===== config.mk =====
export PLATFORM = sky130hd
export DESIGN_NAME = nkmd_cpu
export DESIGN_NICKNAME = d
export VERILOG_FILES = /design/src/logic/nkmd_pkg.sv /design/src/logic/nkmd_fetch.sv /design/src/logic/nkmd_decode.sv /design/src/logic/nkmd_regfile.sv /design/src/logic/nkmd_mem_stage.sv /design/src/logic/nkmd_execute.sv /design/src/logic/nkmd_cpu.sv
export SDC_FILE = /design/constraint.sdc
export NUM_CORES = 2
export LEC_CHECK = 0
export BUFFER_PORTS_ARGS = -buffer_cell sky130_fd_sc_hd__buf_2
export CAP_MARGIN = 30
export CORE_MARGIN = 2
export CORE_UTILIZATION = 45
export DETAILED_ROUTE_END_ITERATION = 10
export GPL_ROUTABILITY_DRIVEN = 0
export PLACE_DENSITY = 0.68
export SYNTH_ARGS = -nofsm -noshare
export SYNTH_HDL_FRONTEND = slang
export SYNTH_SLANG_ARGS = --single-unit

===== constraint.sdc =====
create_clock -name clk -period 7.9 [get_ports clk]
set_input_delay 1.185 -clock clk [delete_from_list [all_inputs] [get_ports clk]]
set_output_delay 1.185 -clock clk [all_outputs]
set_load 0.01 [all_outputs]

===== src/logic/nkmd_pkg.sv =====
package nkmd_pkg;

    localparam int xlen = 32;
    localparam int regsel_w = 4;
    localparam int alusel_w = 3;
    localparam int mwsel_w = 2;
    localparam int num_regs = 13;

    // Instruction field positions
    localparam int f_jmp_en = 31;
    localparam int f_mwsel = 29;
    localparam int f_r_read = 28;
    localparam int f_rd = 24;
    localparam int f_alu = 21;
    localparam int f_rs = 17;
    localparam int f_imm_en = 16;
    localparam int f_sign = 15;
    localparam int f_imm = 0;
    localparam int imm_low_w = 15;
    localparam int f_rt = 8;
    localparam int f_jmp_off = 0;
    localparam int jmp_off_w = 8;

    typedef logic [xlen-1:0] word_t;
    typedef logic [regsel_w-1:0] regsel_t;

    typedef enum logic [alusel_w-1:0] {
        op_add   = 3'd0,
        op_sub   = 3'd1,
        op_or    = 3'd2,
        op_and   = 3'd3,
        op_xor   = 3'd4,
        op_resv  = 3'd5,
        op_clamp = 3'd6,
        op_mul   = 3'd7
    } alusel_t;

    // mw_t and mw_c have no target in this core
    typedef enum logic [mwsel_w-1:0] {
        mw_reg = 2'd0,
        mw_r   = 2'd1,
        mw_t   = 2'd2,
        mw_c   = 2'd3
    } mwsel_t;

    // Fixed select codes, read as zero
    localparam regsel_t reg_zero = 4'h0;
    localparam regsel_t reg_ra = 4'hb;
    localparam regsel_t reg_pc = 4'hf;

    typedef struct packed {
        regsel_t rssel;
        regsel_t rtsel;
        regsel_t rdsel;
        alusel_t alusel;
        word_t   imm;
        word_t   jmprel;
        logic    r_read_en;
        mwsel_t  mwsel;
        logic    imm_en;
        logic    jmp_en;
    } decoded_t;

    typedef struct packed {
        word_t   sval;
        word_t   tval;
        alusel_t alusel;
        regsel_t rdsel;
        word_t   rdval;
        word_t   jmprel;
        mwsel_t  mwsel;
        logic    jmp_en;
    } operands_t;

    typedef struct packed {
        regsel_t rdsel;
        word_t   val;
        word_t   rdval;
        mwsel_t  mwsel;
    } ex_result_t;

endpackage


===== src/logic/nkmd_fetch.sv =====
module nkmd_fetch
    import nkmd_pkg::*;
(
    input  logic  clk,
    input  logic  rst,
    input  logic  jmp_en_i,
    input  word_t jmp_pc_i,
    output word_t p_addr_o
);

    word_t pc;

    // Jump target from execute wins over the increment
    always_ff @(posedge clk) begin
        if (rst) begin
            pc <= '0;
        end else if (jmp_en_i) begin
            pc <= jmp_pc_i;
        end else begin
            pc <= pc + word_t'(1);
        end
    end

    assign p_addr_o = pc;

endmodule


===== src/logic/nkmd_decode.sv =====
module nkmd_decode
    import nkmd_pkg::*;
(
    input  logic     clk,
    input  logic     rst,
    input  word_t    inst_i,
    output decoded_t dcd_o
);

    decoded_t dcd_q;

    function automatic decoded_t decode(word_t inst);
        decoded_t d;
        logic jmp;
        jmp = inst[f_jmp_en];
        d.rssel = inst[f_rs +: regsel_w];
        d.rtsel = inst[f_rt +: regsel_w];
        d.rdsel = inst[f_rd +: regsel_w];
        d.alusel = alusel_t'(inst[f_alu +: alusel_w]);
        // Both fields share the sign bit at 15
        d.imm = {{(xlen - imm_low_w){inst[f_sign]}}, inst[f_imm +: imm_low_w]};
        d.jmprel = {{(xlen - jmp_off_w){inst[f_sign]}}, inst[f_jmp_off +: jmp_off_w]};
        // No bus R traffic on a jump
        d.r_read_en = !jmp && inst[f_r_read];
        d.mwsel = jmp ? mw_reg : mwsel_t'(inst[f_mwsel +: mwsel_w]);
        d.imm_en = inst[f_imm_en];
        d.jmp_en = jmp;
        return d;
    endfunction

    // Output stays zero through the first cycle after reset,
    // so the first decoded word is the one at address 0
    always_ff @(posedge clk) begin
        if (rst) begin
            dcd_q <= '0;
        end else begin
            dcd_q <= decode(inst_i);
        end
    end

    assign dcd_o = dcd_q;

endmodule


===== src/logic/nkmd_regfile.sv =====
module nkmd_regfile
    import nkmd_pkg::*;
(
    input  logic       clk,
    input  logic       rst,
    input  decoded_t   dcd_i,
    input  ex_result_t wb_i,
    output word_t      rsval_o,
    output word_t      rtval_o,
    output word_t      rdval_o
);

    word_t regs [num_regs];

    function automatic logic is_fixed(regsel_t sel);
        return sel == reg_zero || sel == reg_ra || sel == reg_pc;
    endfunction

    // Codes 1..a map to slots 0..9, c..e to 10..12
    function automatic regsel_t slot(regsel_t sel);
        return (sel > reg_ra) ? sel - regsel_t'(2) : sel - regsel_t'(1);
    endfunction

    always_comb begin
        rsval_o = is_fixed(dcd_i.rssel) ? '0 : regs[slot(dcd_i.rssel)];
        rtval_o = is_fixed(dcd_i.rtsel) ? '0 : regs[slot(dcd_i.rtsel)];
        rdval_o = is_fixed(dcd_i.rdsel) ? '0 : regs[slot(dcd_i.rdsel)];
    end

    always_ff @(posedge clk) begin
        if (rst) begin
            for (int i = 0; i < num_regs; i++) begin
                regs[i] <= '0;
            end
        end else if (wb_i.mwsel == mw_reg && !is_fixed(wb_i.rdsel)) begin
            regs[slot(wb_i.rdsel)] <= wb_i.val;
        end
    end

endmodule


===== src/logic/nkmd_mem_stage.sv =====
module nkmd_mem_stage
    import nkmd_pkg::*;
(
    input  logic       clk,
    input  logic       rst,
    input  decoded_t   dcd_i,
    input  word_t      rsval_i,
    input  word_t      rtval_i,
    input  word_t      rdval_i,
    input  ex_result_t wb_i,
    input  word_t      r_data_i,
    output word_t      r_addr_o,
    output word_t      r_data_o,
    output logic       r_we_o,
    output operands_t  ops_o
);

    word_t     eff_addr;
    logic      wb_r_write;
    operands_t ops_q;
    logic      r_read_q;

    assign eff_addr = dcd_i.imm_en ? dcd_i.imm : rtval_i;

    // Writeback takes the bus over the read of the younger instruction
    assign wb_r_write = wb_i.mwsel == mw_r;
    assign r_addr_o = wb_r_write ? wb_i.rdval : eff_addr;
    assign r_data_o = wb_i.val;
    assign r_we_o = wb_r_write;

    always_ff @(posedge clk) begin
        if (rst) begin
            ops_q <= '0;
            r_read_q <= 1'b0;
        end else begin
            ops_q.sval <= rsval_i;
            ops_q.tval <= eff_addr;
            ops_q.alusel <= dcd_i.alusel;
            ops_q.rdsel <= dcd_i.rdsel;
            ops_q.rdval <= rdval_i;
            ops_q.jmprel <= dcd_i.jmprel;
            ops_q.mwsel <= dcd_i.mwsel;
            ops_q.jmp_en <= dcd_i.jmp_en;
            r_read_q <= dcd_i.r_read_en;
        end
    end

    // Read data arrives one cycle after the address
    always_comb begin
        ops_o = ops_q;
        if (r_read_q) begin
            ops_o.tval = r_data_i;
        end
    end

endmodule


===== src/logic/nkmd_execute.sv =====
module nkmd_execute
    import nkmd_pkg::*;
(
    input  logic       clk,
    input  logic       rst,
    input  operands_t  ops_i,
    output ex_result_t ex_o,
    output logic       jmp_en_o,
    output word_t      jmp_pc_o
);

    word_t      alu_val;
    ex_result_t ex_q;
    logic       jmp_en_q;
    word_t      jmp_pc_q;

    always_comb begin
        case (ops_i.alusel)
            op_add:  alu_val = ops_i.sval + ops_i.tval;
            op_sub:  alu_val = ops_i.sval - ops_i.tval;
            op_or:   alu_val = ops_i.sval | ops_i.tval;
            op_and:  alu_val = ops_i.sval & ops_i.tval;
            op_xor:  alu_val = ops_i.sval ^ ops_i.tval;
            // resv, clamp and mul are not implemented
            default: alu_val = '0;
        endcase
    end

    always_ff @(posedge clk) begin
        if (rst) begin
            ex_q <= '0;
            jmp_en_q <= 1'b0;
            jmp_pc_q <= '0;
        end else begin
            ex_q.rdsel <= ops_i.rdsel;
            ex_q.val <= alu_val;
            ex_q.rdval <= ops_i.rdval;
            ex_q.mwsel <= ops_i.mwsel;
            jmp_en_q <= ops_i.jmp_en;
            // Relative to the rd register
            jmp_pc_q <= ops_i.rdval + ops_i.jmprel;
        end
    end

    assign ex_o = ex_q;
    assign jmp_en_o = jmp_en_q;
    assign jmp_pc_o = jmp_pc_q;

endmodule


===== src/logic/nkmd_cpu.sv =====
module nkmd_cpu
    import nkmd_pkg::*;
(
    input  logic  clk,
    input  logic  rst,
    input  word_t p_data_i,
    output word_t p_addr_o,
    input  word_t r_data_i,
    output word_t r_data_o,
    output word_t r_addr_o,
    output logic  r_we_o
);

    decoded_t   dcd;
    word_t      rsval;
    word_t      rtval;
    word_t      rdval;
    operands_t  ops;
    ex_result_t ex;
    logic       jmp_en;
    word_t      jmp_pc;

    nkmd_fetch nkmd_fetch_inst (
        .clk      (clk),
        .rst      (rst),
        .jmp_en_i (jmp_en),
        .jmp_pc_i (jmp_pc),
        .p_addr_o (p_addr_o)
    );

    // Program bus answers in the same cycle
    nkmd_decode nkmd_decode_inst (
        .clk    (clk),
        .rst    (rst),
        .inst_i (p_data_i),
        .dcd_o  (dcd)
    );

    nkmd_regfile nkmd_regfile_inst (
        .clk     (clk),
        .rst     (rst),
        .dcd_i   (dcd),
        .wb_i    (ex),
        .rsval_o (rsval),
        .rtval_o (rtval),
        .rdval_o (rdval)
    );

    nkmd_mem_stage nkmd_mem_stage_inst (
        .clk      (clk),
        .rst      (rst),
        .dcd_i    (dcd),
        .rsval_i  (rsval),
        .rtval_i  (rtval),
        .rdval_i  (rdval),
        .wb_i     (ex),
        .r_data_i (r_data_i),
        .r_addr_o (r_addr_o),
        .r_data_o (r_data_o),
        .r_we_o   (r_we_o),
        .ops_o    (ops)
    );

    nkmd_execute nkmd_execute_inst (
        .clk      (clk),
        .rst      (rst),
        .ops_i    (ops),
        .ex_o     (ex),
        .jmp_en_o (jmp_en),
        .jmp_pc_o (jmp_pc)
    );

endmodule


* After elaboration in Yosys (flattened, before gate mapping)
Memories as Yosys holds them, arrays and structs flattened. A register that Yosys moved wholly into a read port is not among the register bits.
Cells that the tools add are included.
** Storage, ports and cells
- Register bits after elaboration :: 232
- Latch bits :: 0
- RAM bits :: 416
- ROM bits :: 0
- Input bits :: 66
- Output and inout port bits :: 97
- Logic and storage cells :: 97
- Memories :: 1
** Memories
- nkmd_regfile_inst.regs :: words 13, bits a word 32, read ports 3, clocked after Yosys merged registers in 2, wr ports 13, line nkmd_regfile.sv:13 : word_t regs [num_regs];
** Cells by class
- Add/subtract/negate cells :: 12
- Multiply operators :: 0
- Divide/modulo/power cells :: 0
- Magnitude comparators :: 4
- Eq/ne operators :: 13
- Shifts and indexed selects :: 0
- Mux-type cells :: 18
- Bitwise operators :: 3
- Reduce and logical (&&, ||, !) cells :: 22
** Operators with widths (count)
- 2-to-1 mux 32 bit :: 6
- one-hot mux 32 bit (5 select lines) :: 1
- adder 32 bit :: 2
- adder 32 x 1 -> 32 bit (second input constant) :: 1
- bitwise AND 32 bit :: 1
- == test 4 bit (second input constant) :: 8
- OR 32 bit :: 1
- OR reduction 32 bit :: 1
- subtractor 32 bit :: 1
- XOR 32 bit :: 1
- 2-to-1 mux 4 bit :: 5
- greater-than comparator 4 bit (second input constant) :: 4
- zero test 4 bit :: 4
- subtractor 4 x 1 -> 4 bit (second input constant) :: 4
- subtractor 4 x 2 -> 4 bit (second input constant) :: 4
- logical OR 1 bit :: 8
- == test 3 x 2 -> 1 bit (second input constant) :: 2
- 2-to-1 mux 1 bit :: 6
- OR reduction 2 bit :: 3
- == test 3 x 1 -> 1 bit (second input constant) :: 1
- == test 3 bit (second input constant) :: 1
- zero test 3 bit :: 1
- == test 2 x 1 -> 1 bit (second input constant) :: 1
- logical AND 1 bit :: 2
- other kinds (2) :: 3

* Longest topological paths before layout
- Depth in word-level cells :: 10
- Gate-level depth with buffers :: 23
- Mapped depth without buffers :: 17

* Modules after synthesis
A second synthesis with hierarchy kept.
** Unflattened totals
- Cells, all modules :: 4867
- Area, all modules :: 49910.4 µm²
** Modules (own cells, without submodules)
- nkmd_regfile :: times used 1, cells each 2897, area each 32473.6 µm², sequential area each 15374.7 µm²
- nkmd_execute :: times used 1, cells each 1044, area each 8353.0 µm², sequential area each 2062.0 µm²
- nkmd_mem_stage :: times used 1, cells each 580, area each 5957.0 µm², sequential area each 2782.7 µm²
- nkmd_fetch :: times used 1, cells each 227, area each 1850.5 µm², sequential area each 640.6 µm²
- nkmd_decode :: times used 1, cells each 119, area each 1276.2 µm², sequential area each 640.6 µm²

* Worst setup path after synthesis
OpenSTA, ideal clock, no wires.
- Path type :: register to register
- Start point :: register nkmd_mem_stage_inst.r_read_q
- End point :: register nkmd_execute_inst.ex_q, in the netlist nkmd_execute_inst.ex_o[65]
- Setup time :: 0.126 ns
- Arrival :: 4.817 ns
- Data required time :: 7.774 ns
- Path slack :: 2.957 ns
- Cell stages (with the launch flop) :: 22
- Buffers on the path :: 5
- Clock period less this slack :: 4.943 ns
- Cells stage by stage :: dfxtp_1 -> buf_6 -> buf_6 -> buf_6 -> buf_1 -> buf_1 -> mux2i_1 -> ha_1 -> nand2_1 -> nor4_2 -> nand2_1 -> o41ai_1 -> xnor2_1 -> ha_1 -> a221oi_1 -> o31a_1 -> o31a_1 -> a21oi_1 -> o21ai_0 -> o21ai_0 -> xnor2_1 -> o22ai_1
** On the way
- Longest elaborated chain between the ends :: 3
- Elaborated cells on any way between the ends :: 7
- Classes of those cells :: 2 x add/sub; 2 x mux; 3 x bitwise
** RTL lines
- start, declared :: line nkmd_mem_stage.sv:21 : logic r_read_q;
- start signal, assigned :: line nkmd_mem_stage.sv:44 : r_read_q <= dcd_i.r_read_en;
- 2-to-1 mux 32 bit (*) :: line nkmd_mem_stage.sv:51 : if (r_read_q) begin
- subtractor 32 bit, or another cell as far along :: line nkmd_execute.sv:20 : op_sub: alu_val = ops_i.sval - ops_i.tval;
- one-hot mux 32 bit (5 select lines) (*) :: line nkmd_execute.sv:18 : case (ops_i.alusel)
- end, declared :: line nkmd_execute.sv:13 : ex_result_t ex_q;
Mark *: on every way between the ends. The rest lies on a longest branch, timed or not.
A chain may end at the register's enable or synchronous reset.

* Worst setup path after layout
- Start point :: register nkmd_decode_inst.dcd_q, in the netlist nkmd_decode_inst.dcd_o[47]
- End point :: output port r_addr_o[10]
** On the way
- Longest elaborated chain between the ends :: 2
** RTL lines
- start, declared :: line nkmd_decode.sv:10 : decoded_t dcd_q;
- start signal, assigned :: line nkmd_decode.sv:37 : dcd_q <= decode(inst_i);
- 2-to-1 mux 32 bit :: line nkmd_mem_stage.sv:23 : assign eff_addr = dcd_i.imm_en ? dcd_i.imm : rtval_i;
- 2-to-1 mux 32 bit :: line nkmd_mem_stage.sv:27 : assign r_addr_o = wb_r_write ? wb_i.rdval : eff_addr;
- end, declared :: line nkmd_cpu.sv:10 : output word_t r_addr_o,
No other way between the ends.

==> reports/qor.csv <==
metric,value,unit
startpoint,nkmd_decode_inst.dcd_o[47],
grt_max_degree,131,
cellPowerDensity,225,nW/um^2
cts_tree,done,
finalSetupTns,0,ps
cp.buffers_inverters,2,
rsz0062_at_grt,false,
layout_min_cycle_time,5790,ps
synth.area.top_cells,"edfxtp_1 (34%), mux4_2 (19%), dfxtp_1 (12%), and2_1 (5.8%), ha_1 (4.1%)",
n_fill_cell,8493,
hold_viol,0,
first_global_vias,31300,
grt_pass1_wl,207000,um
slowest_delay,700,ps
worstSetupEndpoint,r_addr_o[10],
worst-setup-path-type,reg2out,
ys_ff_latch,795,
crit_chain,"nand2_1, xnor2_2, buf_12, mux4_2, mux2i_1, nand2_1, a32oi_1, a21oi_1, buf_2",
cp-start-kind,register,
routed_wl,144000,um
crit_path_top_delay_cell,a32oi_1,
avgSynthCellArea,12.5,sq um
worst_pin_slew,1040,ps
ys_types,80,
root_buffer,clkbuf_16,
die_w,323,um
fmax,173,MHz
postCtsHoldBufs,0,
cts_htree_levels,3,
firstDrtPassIters,6,
grt_overflow_total,0,
yosys_warnings,0,
fin_crit_sh,73.2,%
required,6710,ps
cp.depth,9,
skew,18.1,ps
rows,116,
yosysSeqAreaShare,46.0,%
yosysTopAreaCell,edfxtp_1,
leakagePower,19.6,nW
core,100000,sq um
end_kind,output port,
cp_max_fo,96,
ios,163,
nets,3880,
syn_to_final_growth,10.8,%
arrival,4600,ps
yosysMostFrequentCell,edfxtp_1,
holdPathStages,1,
dpl.hpwl,90800,um
ir_drop,165,uV
synth_cells,3662,
wl_per_cell,28.3,um
synth_area,45700,sq um
m1WireLength,52000,um
multi_input_area,23200,sq um
reg2regPathDepth,16,
dieArea,104000,sq um
slew_headroom,30.2,%
cts_resized,0,
start_util,45.5,%
drt_iter0_markers,3952,
drv_slew,0,
setup_viol,0,
ant_nets,0,
async_reset_ff_share,0,%
clock_path_buffers,3,
clkSinkCount,795,
dr_wl_met3,16900,um
vias,32100,
viasPerCell,6.30,
path_common_cell,nand2_1,
grtUsageTotal,27.3,%
fin_cells,5091,
clk_latency,660,ps
cts.reportedPaths.clkPinSlew,70,ps
dieHeight,323,um
r2r_start,nkmd_mem_stage_inst.r_read_q,
dp_cells,4937,
ff2ff_setup_slack,2470,ps
synth_common_cells,"edfxtp_1 (512), and2_1 (422), mux4_2 (384), dfxtp_1 (283), nor2_1 (191)",
crit_family,compound AO/OA/AOI/OAI gates,
antenna_found_initial,9,
outcome,finished clean,
synth_top_area_share,33.6,%
numCtsBuffers,82,
timing.rr.end,nkmd_execute_inst.ex_o[65],
post_cts_buffers,0,
synthesis.nets,3878,
worstHoldPathType,reg2reg,
synth-main-ff-cell,edfxtp_1,
drive_gt1_share,22.4,%
dr_wl_met2,68000,um
regArea,21000,sq um
port_buffers,162,
synth-edff-count,512,
maxUsedRoutingLayer,met5,
post-route-drc-count,0,
cap_violations,0,
## layout by cell type (no fill, tap or decap), types with 61 or more instances in the layout
| cell | netlist | final |
|---|---|---|
| edfxtp_1 | 512 | 512 |
| and2_1 | 422 | 422 |
| mux4_2 | 384 | 384 |
| dfxtp_1 | 283 | 281 |
| nand2_1 | 173 | 173 |
| nor2_1 | 191 | 173 |
| nor2b_1 | 167 | 166 |
| mux2i_1 | 165 | 162 |
| buf_2 | 73 | 161 |
| ha_1 | 148 | 148 |
| a211oi_1 | 137 | 137 |
| a21oi_1 | 124 | 121 |
| inv_1 | 99 | 99 |
| o21ai_0 | 101 | 88 |
| clkbuf_16 | 0 | 86 |
| xnor2_1 | 71 | 68 |
| buf_4 | 40 | 61 |
## logic make-up (layout without fill, tap and decap cells)
| logic type | count (synthesis) | after routing | synth area share (%) |
|---|---|---|---|
| compound gates | 537 | 537 | 7.83 |
| xor+xnor | 104 | 104 | 1.99 |
| fa+ha+maj | 150 | 150 | 4.14 |
| buf+inv | 419 | 490 | 4.02 |
| flops | 795 | 795 | 46.0 |
| mux | 562 | 562 | 22.9 |
| other cells | 0 | 1 | 0 |
| simple gates | 1095 | 1095 | 13.1 |
## power by group
group | total, mW | switching (mW) | internal, mW | leakage (nW)
registers | 5.06 | 0.385 | 4.68 | 7.51
logic | 2.32 | 1.34 | 0.973 | 10.7
clock network | 4.04 | 1.71 | 2.33 | 1.37
total | 11.4 | 3.44 | 7.98 | 19.6
## sequential cells by signal, summed over array words and instances, names as in the netlist
register	cells
nkmd_mem_stage_inst.ops_o	83
nkmd_fetch_inst.p_addr_o	32
nkmd_execute_inst.jmp_pc_o	32
nkmd_execute_inst.ex_o	70
nkmd_decode_inst.dcd_o	32
nkmd_execute_inst.jmp_en_o	1
nkmd_mem_stage_inst.r_read_q	1
nkmd_regfile_inst.regs	512
nkmd_mem_stage_inst.ops_q	32
## stage by stage
stage / util, % / area, sq um / power, mW / hold slack [ps] / setup slack, ps
after global routing: 50.4 / 50600 / 11.8 / 451 / 1930
after CTS: 50.4 / 50600 / 11.4 / 438 / 2190
after floorplan: - / 45700 / 6.60 / 414 / 2960
after global placement: 47.6 / 47800 / 7.37 / 418 / 2540
final: 50.4 / 50600 / 11.4 / 436 / 2110
after detailed placement: 47.6 / 47900 / 7.40 / 420 / 2560
## cell type report
class                           count  share of cell area [%]
Tap cell                         1357                    3.35
Multi-Input combinational cell   2448                    45.8
Inverter                          103                   0.763
Clock buffer                      106                    4.53
Antenna cell                        1                 0.00494
Clock inverter                     47                   0.991
Timing Repair Buffer              234                    2.98
Sequential cell                   795                    41.5
## per-layer routing
| metal | track usage [%] | up-vias |
|---|---|---|
| li1 | - | 13700 |
| met1 | 34.4 | 16000 |
| met2 | 44.8 | 1914 |
| met3 | 6.46 | 385 |
| met4 | 12.6 | 2 |
| met5 | 0 | - |
## worst min-delay path by stage
| stage | startpoint | to | slack, ps |
|---|---|---|---|
| 2_1_floorplan | nkmd_mem_stage_inst.ops_o[1] | nkmd_execute_inst.ex_o[0] | 410 |
| 3_3_place_gp | nkmd_mem_stage_inst.ops_o[70] | nkmd_execute_inst.ex_o[69] | 420 |
| 3_5_place_dp | nkmd_decode_inst.dcd_o[3] | nkmd_mem_stage_inst.ops_o[2] | 420 |
| 4_1_cts | nkmd_mem_stage_inst.ops_o[2] | nkmd_execute_inst.ex_o[1] | 440 |
| 5_1_grt | nkmd_execute_inst.jmp_pc_o[13] | nkmd_fetch_inst.p_addr_o[13] | 450 |
| 6_report | nkmd_mem_stage_inst.ops_o[70] | nkmd_execute_inst.ex_o[69] | 440 |
## worst reg2reg max path, stage by stage (launching register included)
cell,delay [ps]
dfxtp_2,740
buf_4,540
mux2i_1,580
inv_1,220
or4_4,650
o21ai_0,260
xnor2_1,150
ha_1,310
and3_1,200
a221oi_1,420
o31a_1,210
o31a_1,150
a21oi_1,90
o21ai_0,340
o21ai_0,180
xnor2_1,180
o22ai_1,100
Note: power is estimated with default switching activity, not from simulation.
